==> src/design/daq_cfg.svh <==
`ifndef DAQ_CFG_SVH
`define DAQ_CFG_SVH

////////////////////////////////////////////////////////////
// Receiver side
////////////////////////////////////////////////////////////
`define DAQ_NUM_CH        4     // Receiver channels
`define DAQ_SAMPLE_W      16    // Bits per sample

////////////////////////////////////////////////////////////
// Capture sizing
////////////////////////////////////////////////////////////
`define DAQ_CAPTURE_LEN   16    // Samples kept per channel per event
// Four samples share one memory word
`define DAQ_WORDS_PER_CH  (`DAQ_CAPTURE_LEN / 4)

////////////////////////////////////////////////////////////
// Memory side
////////////////////////////////////////////////////////////
`define DAQ_ADDR_W        25    // Word address, 64-bit words

`endif

==> src/design/daq_types_pkg.sv <==
`include "daq_cfg.svh"

package daq_types_pkg;

	// Raw receiver sample, two's complement
	typedef logic signed [`DAQ_SAMPLE_W-1:0] sample_t;

	// Free-running cycle count, wraps silently
	typedef logic [15:0] tstamp_t;

	// Channel number, wide enough for every receiver
	typedef logic [$clog2(`DAQ_NUM_CH)-1:0] ch_idx_t;

	// One bit per receiver, bit 0 is channel 0
	typedef logic [`DAQ_NUM_CH-1:0] ch_mask_t;

endpackage

==> src/design/dram_pkg.sv <==
`include "daq_cfg.svh"

package dram_pkg;

	import daq_types_pkg::*;

	localparam logic [7:0] HDR_TAG = 8'hA5;   // Marks a header word in memory

	// One header word, then the data words of a channel
	localparam int DAQ_BURST_LEN = 1 + `DAQ_WORDS_PER_CH;
	localparam int BURST_CNT_W   = 5;   // Width of the burst count port

	////////////////////////////////////////////////////////////
	// Memory word formats
	////////////////////////////////////////////////////////////
	typedef struct packed {
		logic [7:0]  tag;         // Always HDR_TAG
		logic [7:0]  channel;     // Receiver number, zero extended
		tstamp_t     tstamp;      // Counter value at the crossing
		logic [15:0] event_num;   // Counts completed events
		logic [15:0] rsvd;        // Written as zero
	} dram_hdr_t;

	// Same 64 bits, seen as header or as four samples
	typedef union packed {
		dram_hdr_t     hdr;
		sample_t [3:0] samples;   // Sample 0 is the oldest, lowest bits
	} dram_word_u;

endpackage

==> src/design/buf_rd_if.sv <==
`timescale 1ns/1ps

interface buf_rd_if
	import daq_types_pkg::*, dram_pkg::*;
();

	ch_mask_t   ready;     // Channel has all words stored
	ch_idx_t    sel;       // Channel being drained
	logic       pop;       // Current word consumed
	dram_word_u rd_data;   // Oldest unread word of sel, registered
	logic       clear;     // Drop everything, event done

	// Write controller side
	modport ctrl (
		input  ready,
		input  rd_data,
		output sel,
		output pop,
		output clear
	);

	// Buffer side
	modport bank (
		input  sel,
		input  pop,
		input  clear,
		output ready,
		output rd_data
	);

endinterface

==> src/design/acq_top.sv <==
`timescale 1ns/1ps
`include "daq_cfg.svh"

module acq_top
	import daq_types_pkg::*, dram_pkg::*;
(
	input  logic                    avalon_clk,
	input  logic                    rst,
	input  logic [`DAQ_SAMPLE_W-1:0] rx_data_0,   // Receiver 0
	input  logic [`DAQ_SAMPLE_W-1:0] rx_data_1,
	input  logic [`DAQ_SAMPLE_W-1:0] rx_data_2,
	input  logic [`DAQ_SAMPLE_W-1:0] rx_data_3,
	input  logic [`DAQ_SAMPLE_W-1:0] threshold,   // Signed compare level
	input  logic [`DAQ_NUM_CH-1:0]   ch_enable,   // Channels to write out
	output logic                    trig_status,
	output logic                    done,
	// Memory write port
	output logic                    wr_en,
	output logic                    wr_burst_begin,
	output logic [BURST_CNT_W-1:0]  wr_burst_count,
	output logic [`DAQ_ADDR_W-1:0]   wr_addr,
	output logic [63:0]             wr_data,
	input  logic                    wait_request
);

	sample_t rx_samples [`DAQ_NUM_CH];   // Receivers as one array
	tstamp_t trig_tstamp;
	logic    rearm;

	buf_rd_if rd_link ();   // Bank to write controller

	assign rx_samples[0] = rx_data_0;
	assign rx_samples[1] = rx_data_1;
	assign rx_samples[2] = rx_data_2;
	assign rx_samples[3] = rx_data_3;

	////////////////////////////////////////////////////////////
	// Trigger, capture, readout
	////////////////////////////////////////////////////////////
	trigger_detect trig0 (
		.avalon_clk  (avalon_clk),
		.rst         (rst),
		.samples     (rx_samples),
		.threshold   (threshold),
		.rearm       (rearm),
		.trig_status (trig_status),
		.trig_tstamp (trig_tstamp)
	);

	sample_buffer_bank bank0 (
		.avalon_clk  (avalon_clk),
		.rst         (rst),
		.samples     (rx_samples),
		.trig_status (trig_status),   // Capture window
		.rd          (rd_link.bank)
	);

	dram_write_ctrl wctrl0 (
		.avalon_clk     (avalon_clk),
		.rst            (rst),
		.ch_enable      (ch_enable),
		.trig_status    (trig_status),
		.trig_tstamp    (trig_tstamp),
		.rearm          (rearm),
		.done           (done),
		.rd             (rd_link.ctrl),
		.wr_en          (wr_en),
		.wr_burst_begin (wr_burst_begin),
		.wr_burst_count (wr_burst_count),
		.wr_addr        (wr_addr),
		.wr_data        (wr_data),
		.wait_request   (wait_request)
	);

endmodule

==> src/design/dram_write_ctrl.sv <==
`timescale 1ns/1ps
`include "daq_cfg.svh"

module dram_write_ctrl
	import daq_types_pkg::*, dram_pkg::*;
(
	input  logic                   avalon_clk,
	input  logic                   rst,
	input  ch_mask_t               ch_enable,
	input  logic                   trig_status,
	input  tstamp_t                trig_tstamp,
	output logic                   rearm,   // Back to trigger block
	output logic                   done,    // One pulse per event
	buf_rd_if.ctrl                 rd,
	output logic                   wr_en,
	output logic                   wr_burst_begin,
	output logic [BURST_CNT_W-1:0] wr_burst_count,
	output logic [`DAQ_ADDR_W-1:0] wr_addr,
	output dram_word_u             wr_data,
	input  logic                   wait_request
);

	localparam int BEAT_W = $clog2(`DAQ_WORDS_PER_CH);

	typedef enum logic [2:0] {
		ST_IDLE, ST_WAIT_RDY, ST_SELECT, ST_HEADER, ST_DATA, ST_FINISH
	} state_t;

	state_t            state;
	ch_mask_t          pend;        // Enabled channels not yet written
	ch_idx_t           ch_q;        // Channel in progress
	ch_idx_t           nxt_ch;      // Lowest pending channel
	logic [BEAT_W-1:0] beat;        // Data word within the burst
	logic [15:0]       event_num;
	logic              accept;      // Memory took the word
	dram_word_u        hdr_word;

	assign accept = wr_en && !wait_request;

	// Ascending order, lowest set bit first
	always_comb begin
		nxt_ch = '0;
		for (int i = `DAQ_NUM_CH - 1; i >= 0; i--)
			if (pend[i])
				nxt_ch = ch_idx_t'(i);
	end

	////////////////////////////////////////////////////////////
	// Control FSM
	////////////////////////////////////////////////////////////
	always_ff @(posedge avalon_clk) begin
		if (!rst) begin
			state     <= ST_IDLE;
			pend      <= '0;
			ch_q      <= '0;
			beat      <= '0;
			event_num <= '0;
			wr_addr   <= '0;
		end else begin
			if (accept)
				wr_addr <= wr_addr + 1'b1;   // Runs on across events
			case (state)
				ST_IDLE: if (trig_status) begin
					pend  <= ch_enable;   // Mask fixed for this event
					state <= ST_WAIT_RDY;
				end
				ST_WAIT_RDY: if ((rd.ready & pend) == pend)
					state <= ST_SELECT;
				ST_SELECT: begin
					if (pend == '0) begin
						state <= ST_FINISH;   // Nothing left, or nothing enabled
					end else begin
						ch_q  <= nxt_ch;
						state <= ST_HEADER;
					end
				end
				ST_HEADER: if (accept) begin
					beat  <= '0;
					state <= ST_DATA;
				end
				ST_DATA: if (accept) begin
					beat <= beat + 1'b1;
					if (beat == BEAT_W'(`DAQ_WORDS_PER_CH - 1)) begin
						pend[ch_q] <= 1'b0;   // Channel written out
						state      <= ST_SELECT;
					end
				end
				ST_FINISH: begin
					event_num <= event_num + 1'b1;
					state     <= ST_IDLE;
				end
				default: state <= ST_IDLE;
			endcase
		end
	end

	// Header view of the memory word
	always_comb begin
		hdr_word.hdr.tag       = HDR_TAG;
		hdr_word.hdr.channel   = 8'(ch_q);
		hdr_word.hdr.tstamp    = trig_tstamp;   // Held by trigger block until rearm
		hdr_word.hdr.event_num = event_num;
		hdr_word.hdr.rsvd      = '0;
	end

	////////////////////////////////////////////////////////////
	// Memory port and bank strobes
	////////////////////////////////////////////////////////////
	// All from state and held data, stable under wait_request
	assign wr_en          = (state == ST_HEADER) || (state == ST_DATA);
	assign wr_burst_begin = (state == ST_HEADER);   // First word of the burst
	assign wr_burst_count = wr_en ? BURST_CNT_W'(DAQ_BURST_LEN) : '0;
	assign wr_data        = (state == ST_DATA) ? rd.rd_data : hdr_word;

	assign rd.sel   = ch_q;
	assign rd.pop   = (state == ST_DATA) && accept;   // Only on an accepted data word
	assign rd.clear = (state == ST_FINISH);
	assign done     = (state == ST_FINISH);
	assign rearm    = (state == ST_FINISH);   // Same cycle as done and clear

endmodule

==> src/design/sample_buffer_bank.sv <==
`timescale 1ns/1ps
`include "daq_cfg.svh"

module sample_buffer_bank
	import daq_types_pkg::*, dram_pkg::*;
(
	input  logic    avalon_clk,
	input  logic    rst,
	input  sample_t samples [`DAQ_NUM_CH],
	input  logic    trig_status,   // Capture while high
	buf_rd_if.bank  rd
);

	localparam int CNT_W  = $clog2(`DAQ_CAPTURE_LEN + 1);
	localparam int WIDX_W = $clog2(`DAQ_WORDS_PER_CH);

	logic [CNT_W-1:0]  cnt [`DAQ_NUM_CH];      // Samples taken this event
	logic [WIDX_W-1:0] rd_ptr [`DAQ_NUM_CH];   // Next word to hand out
	sample_t [2:0]     pack [`DAQ_NUM_CH];     // Up to three samples waiting
	dram_word_u        store [`DAQ_NUM_CH][`DAQ_WORDS_PER_CH];
	logic [WIDX_W-1:0] rd_idx;                 // Word index for the mux

	////////////////////////////////////////////////////////////
	// Capture control and read pointers
	////////////////////////////////////////////////////////////
	always_ff @(posedge avalon_clk) begin
		if (!rst) begin
			for (int c = 0; c < `DAQ_NUM_CH; c++) begin
				cnt[c]    <= '0;
				rd_ptr[c] <= '0;
			end
		end else if (rd.clear) begin
			for (int c = 0; c < `DAQ_NUM_CH; c++) begin
				cnt[c]    <= '0;   // Empty every channel
				rd_ptr[c] <= '0;
			end
		end else begin
			for (int c = 0; c < `DAQ_NUM_CH; c++)
				if (trig_status && cnt[c] < CNT_W'(`DAQ_CAPTURE_LEN))
					cnt[c] <= cnt[c] + 1'b1;
			if (rd.pop)
				rd_ptr[rd.sel] <= rd_ptr[rd.sel] + 1'b1;
		end
	end

	// Packing and word store, no reset on payload
	always_ff @(posedge avalon_clk) begin
		for (int c = 0; c < `DAQ_NUM_CH; c++) begin
			if (!rd.clear && trig_status && cnt[c] < CNT_W'(`DAQ_CAPTURE_LEN)) begin
				pack[c] <= {samples[c], pack[c][2:1]};   // Newest in at the top
				if (cnt[c][1:0] == 2'd3)   // Fourth sample closes a word
					store[c][cnt[c][WIDX_W+1:2]].samples <= {samples[c], pack[c]};
			end
		end
	end

	// All words of a channel stored, held until clear
	always_comb begin
		for (int c = 0; c < `DAQ_NUM_CH; c++)
			rd.ready[c] = (cnt[c] == CNT_W'(`DAQ_CAPTURE_LEN));
	end

	////////////////////////////////////////////////////////////
	// Registered select mux
	////////////////////////////////////////////////////////////
	// Look one word ahead on pop so data follows a cycle later
	assign rd_idx = rd.pop ? rd_ptr[rd.sel] + 1'b1 : rd_ptr[rd.sel];

	always_ff @(posedge avalon_clk) begin
		rd.rd_data <= store[rd.sel][rd_idx];
	end

endmodule

==> src/design/trigger_detect.sv <==
`timescale 1ns/1ps
`include "daq_cfg.svh"

module trigger_detect
	import daq_types_pkg::*;
(
	input  logic    avalon_clk,
	input  logic    rst,
	input  sample_t samples [`DAQ_NUM_CH],
	input  sample_t threshold,
	input  logic    rearm,         // One cycle, end of readout
	output logic    trig_status,   // Level, held until rearm
	output tstamp_t trig_tstamp    // Counter value of the crossing cycle
);

	tstamp_t tstamp_cnt;   // Free-running
	logic    hit;          // Some channel above threshold this cycle

	// Signed compare, strictly greater
	always_comb begin
		hit = 1'b0;
		for (int i = 0; i < `DAQ_NUM_CH; i++)
			if (samples[i] > threshold)
				hit = 1'b1;
	end

	always_ff @(posedge avalon_clk) begin
		if (!rst)
			tstamp_cnt <= '0;
		else
			tstamp_cnt <= tstamp_cnt + 1'b1;
	end

	////////////////////////////////////////////////////////////
	// Trigger level, first crossing wins
	////////////////////////////////////////////////////////////
	always_ff @(posedge avalon_clk) begin
		if (!rst)
			trig_status <= 1'b0;
		else if (rearm)
			trig_status <= 1'b0;   // Readout finished, look again
		else if (hit)
			trig_status <= 1'b1;   // Stays up through capture and readout
	end

	// Time only taken while armed, so it holds through readout
	always_ff @(posedge avalon_clk) begin
		if (!trig_status && !rearm && hit)
			trig_tstamp <= tstamp_cnt;
	end

endmodule

==> config.mk <==
export PLATFORM = sky130hd
export DESIGN_NAME = acq_top
export DESIGN_NICKNAME = d
export VERILOG_FILES = /design/src/design/daq_types_pkg.sv /design/src/design/dram_pkg.sv /design/src/design/buf_rd_if.sv /design/src/design/acq_top.sv /design/src/design/dram_write_ctrl.sv /design/src/design/sample_buffer_bank.sv /design/src/design/trigger_detect.sv
export VERILOG_INCLUDE_DIRS = /design/src /design/src/design
export SDC_FILE = /design/constraint.sdc
export NUM_CORES = 1
export LEC_CHECK = 0
export BUFFER_PORTS_ARGS = -buffer_cell sky130_fd_sc_hd__buf_2
export CAP_MARGIN = 10
export CORE_MARGIN = 1
export CORE_UTILIZATION = 31
export DETAILED_ROUTE_END_ITERATION = 12
export PLACE_DENSITY = 0.48
export RECOVER_POWER = 50
export SLEW_MARGIN = 20
export SYNTH_ARGS = -nofsm -noshare
export SYNTH_HDL_FRONTEND = slang
export SYNTH_SLANG_ARGS = --single-unit
==> constraint.sdc <==
create_clock -name avalon_clk -period 25.9 [get_ports avalon_clk]
set_input_delay 3.885 -clock avalon_clk [delete_from_list [all_inputs] [get_ports avalon_clk]]
set_output_delay 3.885 -clock avalon_clk [all_outputs]
set_load 0.01 [all_outputs]
* After elaboration in Yosys (flattened, before gate mapping) *
Memories as Yosys holds them, arrays and structs flattened. A register that Yosys moved wholly into a read port is not among the register bits.
Index checks and enable logic that the tools add are counted.

storage, ports and cells
  register bits = 149
  memory bits (writable) = 1244
  input port bits = 87
  output and inout bits = 98
  logic and storage cells = 217
  memories = 4

cells by class
  add/sub/neg operators = 9
  $lt $le $gt $ge = 19
  eq/ne operators = 20
  muxes and demuxes = 101
  bitwise logic cells = 22
  reduce and logical (&&, ||, !) cells = 32

memories
  memory        depth  bits a word  rd ports  clocked after Yosys merged registers in  write ports  RTL line                  text
  bank0.store   4      256          1         1                                        4            sample_buffer_bank.sv:20  dram_word_u store [`DAQ_NUM_CH][`DAQ_WORDS_PER_CH];
  bank0.pack    4      48           4         0                                        4            sample_buffer_bank.sv:19  sample_t [2:0] pack [`DAQ_NUM_CH];
  bank0.cnt     4      5            4         0                                        4            sample_buffer_bank.sv:17  logic [CNT_W-1:0] cnt [`DAQ_NUM_CH];
  bank0.rd_ptr  4      2            1         1                                        4            sample_buffer_bank.sv:18  logic [WIDX_W-1:0] rd_ptr [`DAQ_NUM_CH];

operators with widths
  kind                                                                          number
  256-bit 2-to-1 mux                                                            4
  64-bit demux with 2-bit select                                                4
  64-bit 2-to-1 mux                                                             7
  64-bit binary-select mux with 2-bit select                                    1
  16-bit greater-than comparator                                                4
  1-bit 2-to-1 mux                                                              46
  5-bit 2-to-1 mux                                                              8
  2-bit 2-to-1 mux                                                              17
  16-bit by 1-bit adder with 16-bit output, second input constant               2
  25-bit by 1-bit adder with 25-bit output, second input constant               1
  3-bit 2-to-1 mux                                                              7
  5-bit by 1-bit adder with 5-bit output, second input constant                 4
  5-bit == test, second input constant                                          4
  5-bit less-than comparator, second input constant                             4
  1-bit logical AND                                                             18
  3-bit >= comparator, second input constant                                    5
  2-bit inverter with 3-bit output                                              5
  3-bit one-hot mux with 5 select lines                                         1
  3-bit by 1-bit less-than comparator with 1-bit output, second input constant  4
  4-bit 2-to-1 mux                                                              3
  1-bit bitwise OR                                                              12
  2-bit == test, second input constant                                          5
  4-bit AND                                                                     2
  2-bit by 1-bit != test with 1-bit output, second input constant               4
  23 further kinds                                                              31

* Longest topological paths before layout *
  depth after elaboration = 10
  depth in mapped cells = 9
  mapped depth without buffers = 8

* By module *
A second synthesis with hierarchy kept.

unflattened totals
  cells, all modules = 3356
  area total of the unflattened synthesis = 55899.9 µm²

modules (own cells, without submodules)
  module              instances  cells each  area each (µm²)  seq. area each (µm²)
  sample_buffer_bank  1          2629        49961.7          38587.0
  dram_write_ctrl     1          459         3279.4           1041.0
  trigger_detect      1          268         2658.8           820.8

* Least setup slack after synthesis *
No wires, ideal clock.

  kind = register to register
  from = register wctrl0.state[1]
  to = memory bank0.store[2][128] (netlist name), enable pin
  setup time = 0.579 ns
  arrival = 8.322 ns
  data required time = 25.321 ns
  slack = 16.999 ns
  stages on the path, launching flop included = 7
  path buffers = 1
  period minus slack after synthesis = 8.901 ns
  cells stage by stage = dfxtp_1 -> buf_2 -> nand3b_1 -> nand2_1 -> nor2_1 -> nand2_1 -> nor3b_1

RTL lines
  item                    RTL line                  text
  start, declared         dram_write_ctrl.sv:29     state_t state;
  start signal, assigned  dram_write_ctrl.sv:53     state <= ST_IDLE;
  start signal, assigned  dram_write_ctrl.sv:65     state <= ST_WAIT_RDY;
  start signal, assigned  dram_write_ctrl.sv:68     state <= ST_SELECT;
  end, declared           sample_buffer_bank.sv:20

* Final worst setup path *
  from = register wctrl0.state[2]
  to = output port wr_data[27]

between the ends
  cells in the longest elaborated chain, start to end = 2

ends and longest elaborated chain
  item               RTL line                text
  3-bit == test      dram_write_ctrl.sv:113  assign wr_data = (state == ST_DATA) ? rd.rd_data : hdr_word;
  64-bit 2-to-1 mux  dram_write_ctrl.sv:113
  end, declared      acq_top.sv:22           output logic [63:0] wr_data,

Every way passes these cells.

==> impl_metrics.csv <==
group,metric,value,unit
setup_path,critPathArrivalTime,3560,ps
synthesis,synth_compound_area_share,1.36,%
layout,area_growth,16.0,%
timing,min_period_over_period,28.7,%
timing,drv_slew,277,
setup_path,cp-end-kind,"primary output",
setup_path,critPathMaxFanout,36,
synthesis,synthArstFlopShare,0,%
synthesis,synth_top_flop_cell,"edfxtp_1",
synthesis,synth_area,0.0527,mm^2
synthesis,synth_xor_area_share,0.980,%
timing,grt_setup_unrepaired,"no",
timing,final.setup.worst_slack,18460,ps
detailed_routing,drt_iter0_drc,2618,
setup_path,crit_buf_inv,3,
synthesis,synth.area.top_cells,"edfxtp_1 71%, mux4_2 13%, dfxtp_1 5.3%",
timing,fin_crit,7440,ps
detailed_routing,drc,0,
pwr,p_leak,19.8,nW
cts,clockBufferDepth,3,
synthesis,avgSynthCellArea,20.9,um^2
synthesis,ys_seq_area_share,76.8,%
synthesis,yosysTopAreaCellShare,71.5,%
timing,setup_viol,0,
synthesis,syn_inst,2523,
grt,gr-usage-met1,23.4,%
synthesis,synth_edf_count,1255,
timing,tightest_slew,3970,ps
run,max_cap_violations,10,
cts,cts_root_buffer,"clkbuf_16",
timing,clock_skew,27.1,ps
cts,numCtsBuffers,147,
setup_path,crit_chain,"nor3b_4, buf_4, buf_4, nand2_1, nand2_1, buf_2",
run_status,violations,"max-capacitance violations, max-slew violations",
placement,io_buffers,181,
grt,antenna_found_initial,13,
synthesis,synth-seq-cells,1395,
timing,fmax,0.134,GHz
setup_path,crit_slowest_cell,"dfxtp_1",
detailed_routing,drt_wl_total,155000,um
pwr,powerDensity,83.7,mW/mm^2
cts,cts_tree,"done",
synthesis,yosys.area_share.adder,1.80,%
pwr,finalPower,0.00512,W
detailed_routing,viasPerCell,5.13,
cts,htreeDepth,4,
synthesis,synth_warnings,0,
detailed_routing,first_pass_iters,7,
detailed_routing,route.detailed.wl_per_inst,30.3,um
synthesis,synth_top_family_by_area,"multiplexers",
timing,finalSetupTns,0,ps
synthesis,yosysMostFrequentCell,"edfxtp_1",
grt,top_usage_layer,"met2",
grt,grtUsageTotal,18.0,%
grt,grt_pass1_vias,28061,
floorplan,die_height,414,um
timing,whs,467,ps
detailed_routing,ant_nets,0,
placement,dpl.hpwl,91900,um
synthesis,ys_types,67,
pwr,ir_worst_vdd,0.0658,mV
placement,place_ws,18260,ps
grt,met3_usage,3.03,%
floorplan,io_pins,185,
synthesis,synth_mux_area_share,14.0,%
layout,drive_gt1_share,24.6,%
grt,met2_usage,29.9,%
grt,grt_overflow,0,
setup_path,max_stage_delay,630,ps
cts,cts_hold_buf,0,
timing,relSlewSlack,-165,%
setup_path,cp-start-kind,"flip-flop",
cts,cts_resized,0,
grt,grt_max_degree,68,
min_path,hp-class,"reg -> reg",
floorplan,start_util,31.4,%
layout,fin_nets,2969,
synthesis,synthSimpleGateAreaFrac,3.82,%
floorplan,core,0.168,mm^2
setup_path,crit_type,"reg -> out",
synthesis,netlist_top_cells_count,"1255 x edfxtp_1, 294 x mux4_2, 144 x nand2_1",
cts,clk_latency,770,ps
cts,cts_setup_buffers,0,
setup_path,path_delay_family,"buffers and inverters",
cts,cts.sinks,1395,
cts,cts.clk_slew.worst_paths,60,ps
floorplan,dieWidth,414,um
floorplan,dieArea,0.172,mm^2
setup_path,cp.required,22010,ps
grt,grt_pass1_wl,218000,um
detailed_routing,vias,26381,
synthesis,synth_area_leader_cell,"edfxtp_1",
placement,place_congestion,0.817,
floorplan,rows,150,
timing,final-hold-violation-count,0,
run_status,outcome,"finished with violations",
==> cells in the final DEF (no fill, tap or decap), drive strengths merged, types with 4 or more instances in the layout <==
cell type  Yosys  routed
edfxtp      1255    1255
mux4         322     322
clkbuf        64     251
buf           40     182
nand2        145     145
dfxtp        140     140
nor2          99      99
ha            76      76
clkinv         1      53
inv           43      48
nand3         34      34
and2          34      34
a21oi         32      32
xor2          32      32
nand4         25      25
xnor2         24      24
o21ai         23      23
and3          14      14
or3           12      12
bufinv         0      12
nor3          12      12
a21o          11      11
nand2b         9       9
a211oi         9       9
diode          0       6
and4           6       6
clkinvlp       0       6
nor2b          5       5
nor4           5       5
o211ai         4       4
nor3b          4       4
==> metrics by stage <==
step,cells,utilization (%),cell area [um^2]
after floorplan,2525,-,52700
after global placement,4861,33.6,56500
after detailed placement,4861,33.6,56500
after CTS,5133,36.5,61300
after global routing,5138,36.4,61200
final,5139,36.4,61200
==> final cells by class <==
class | count | area (um^2)
tap | 2204 | 2760
fill | 15330 | 107000
timing repair buffer | 236 | 1240
clock inverter | 75 | 763
inverter | 44 | 165
multi-input combinational | 982 | 11700
sequential | 1395 | 40500
clock buffer | 197 | 4050
antenna | 6 | 15.0
==> metal layers <==
metal  part of all wire (%)  up-vias  routed length, um
met1                     42    14406              65500
met2                     49      864              76500
met3                    4.8      241               7440
met5                      0        -                  0
met4                    3.9        0               6060
li1                       -    10870                  -
==> state kept, by name, summed over array words and instances, names as in the netlist, named ones only <==
name               count
wctrl0.event_num      16
bank0.pack           192
trig0.tstamp_cnt      16
trig0.trig_tstamp     16
wctrl0.pend            4
wctrl0.wr_addr        25
trig0.trig_status      1
bank0.store         1024
bank0.rd.rd_data      64
bank0.cnt             20
wctrl0.beat            2
wctrl0.state           3
bank0.rd_ptr           8
wctrl0.rd.sel          2
==> final timing paths <==
kind,startpoint,endpoint,slack (ps),cells past startpoint
max,wctrl0.state[2],wr_data[27],18460,6
min,trig0.tstamp_cnt[1],trig0.trig_tstamp[1],470,0
max reg2reg,wctrl0.state[1],bank0.store[3][92],18800,7
min reg2reg,trig0.tstamp_cnt[1],trig0.trig_tstamp[1],470,0
==> cells by family (layout without fill, tap and decap cells) <==
group,after synthesis,after routing
muxes,324,324
adders and majority gates,76,76
DFF,1395,1395
buffers and inverters,148,552
xor gates and xnor gates,56,56
AOI/OAI and AO/OA,107,107
other,1,9
and+or+nand+nor,416,416
==> where the power goes <==
group	leakage (nW)	internal, W	total [W]	switching (W)
sequential	12.6	0.00256	0.00267	0.000107
combinational	4.81	0.000136	0.000339	0.000203
clock	2.35	0.00123	0.00212	0.000889
total	19.8	0.00392	0.00512	0.00120
Power figures use the tool's default switching activity.
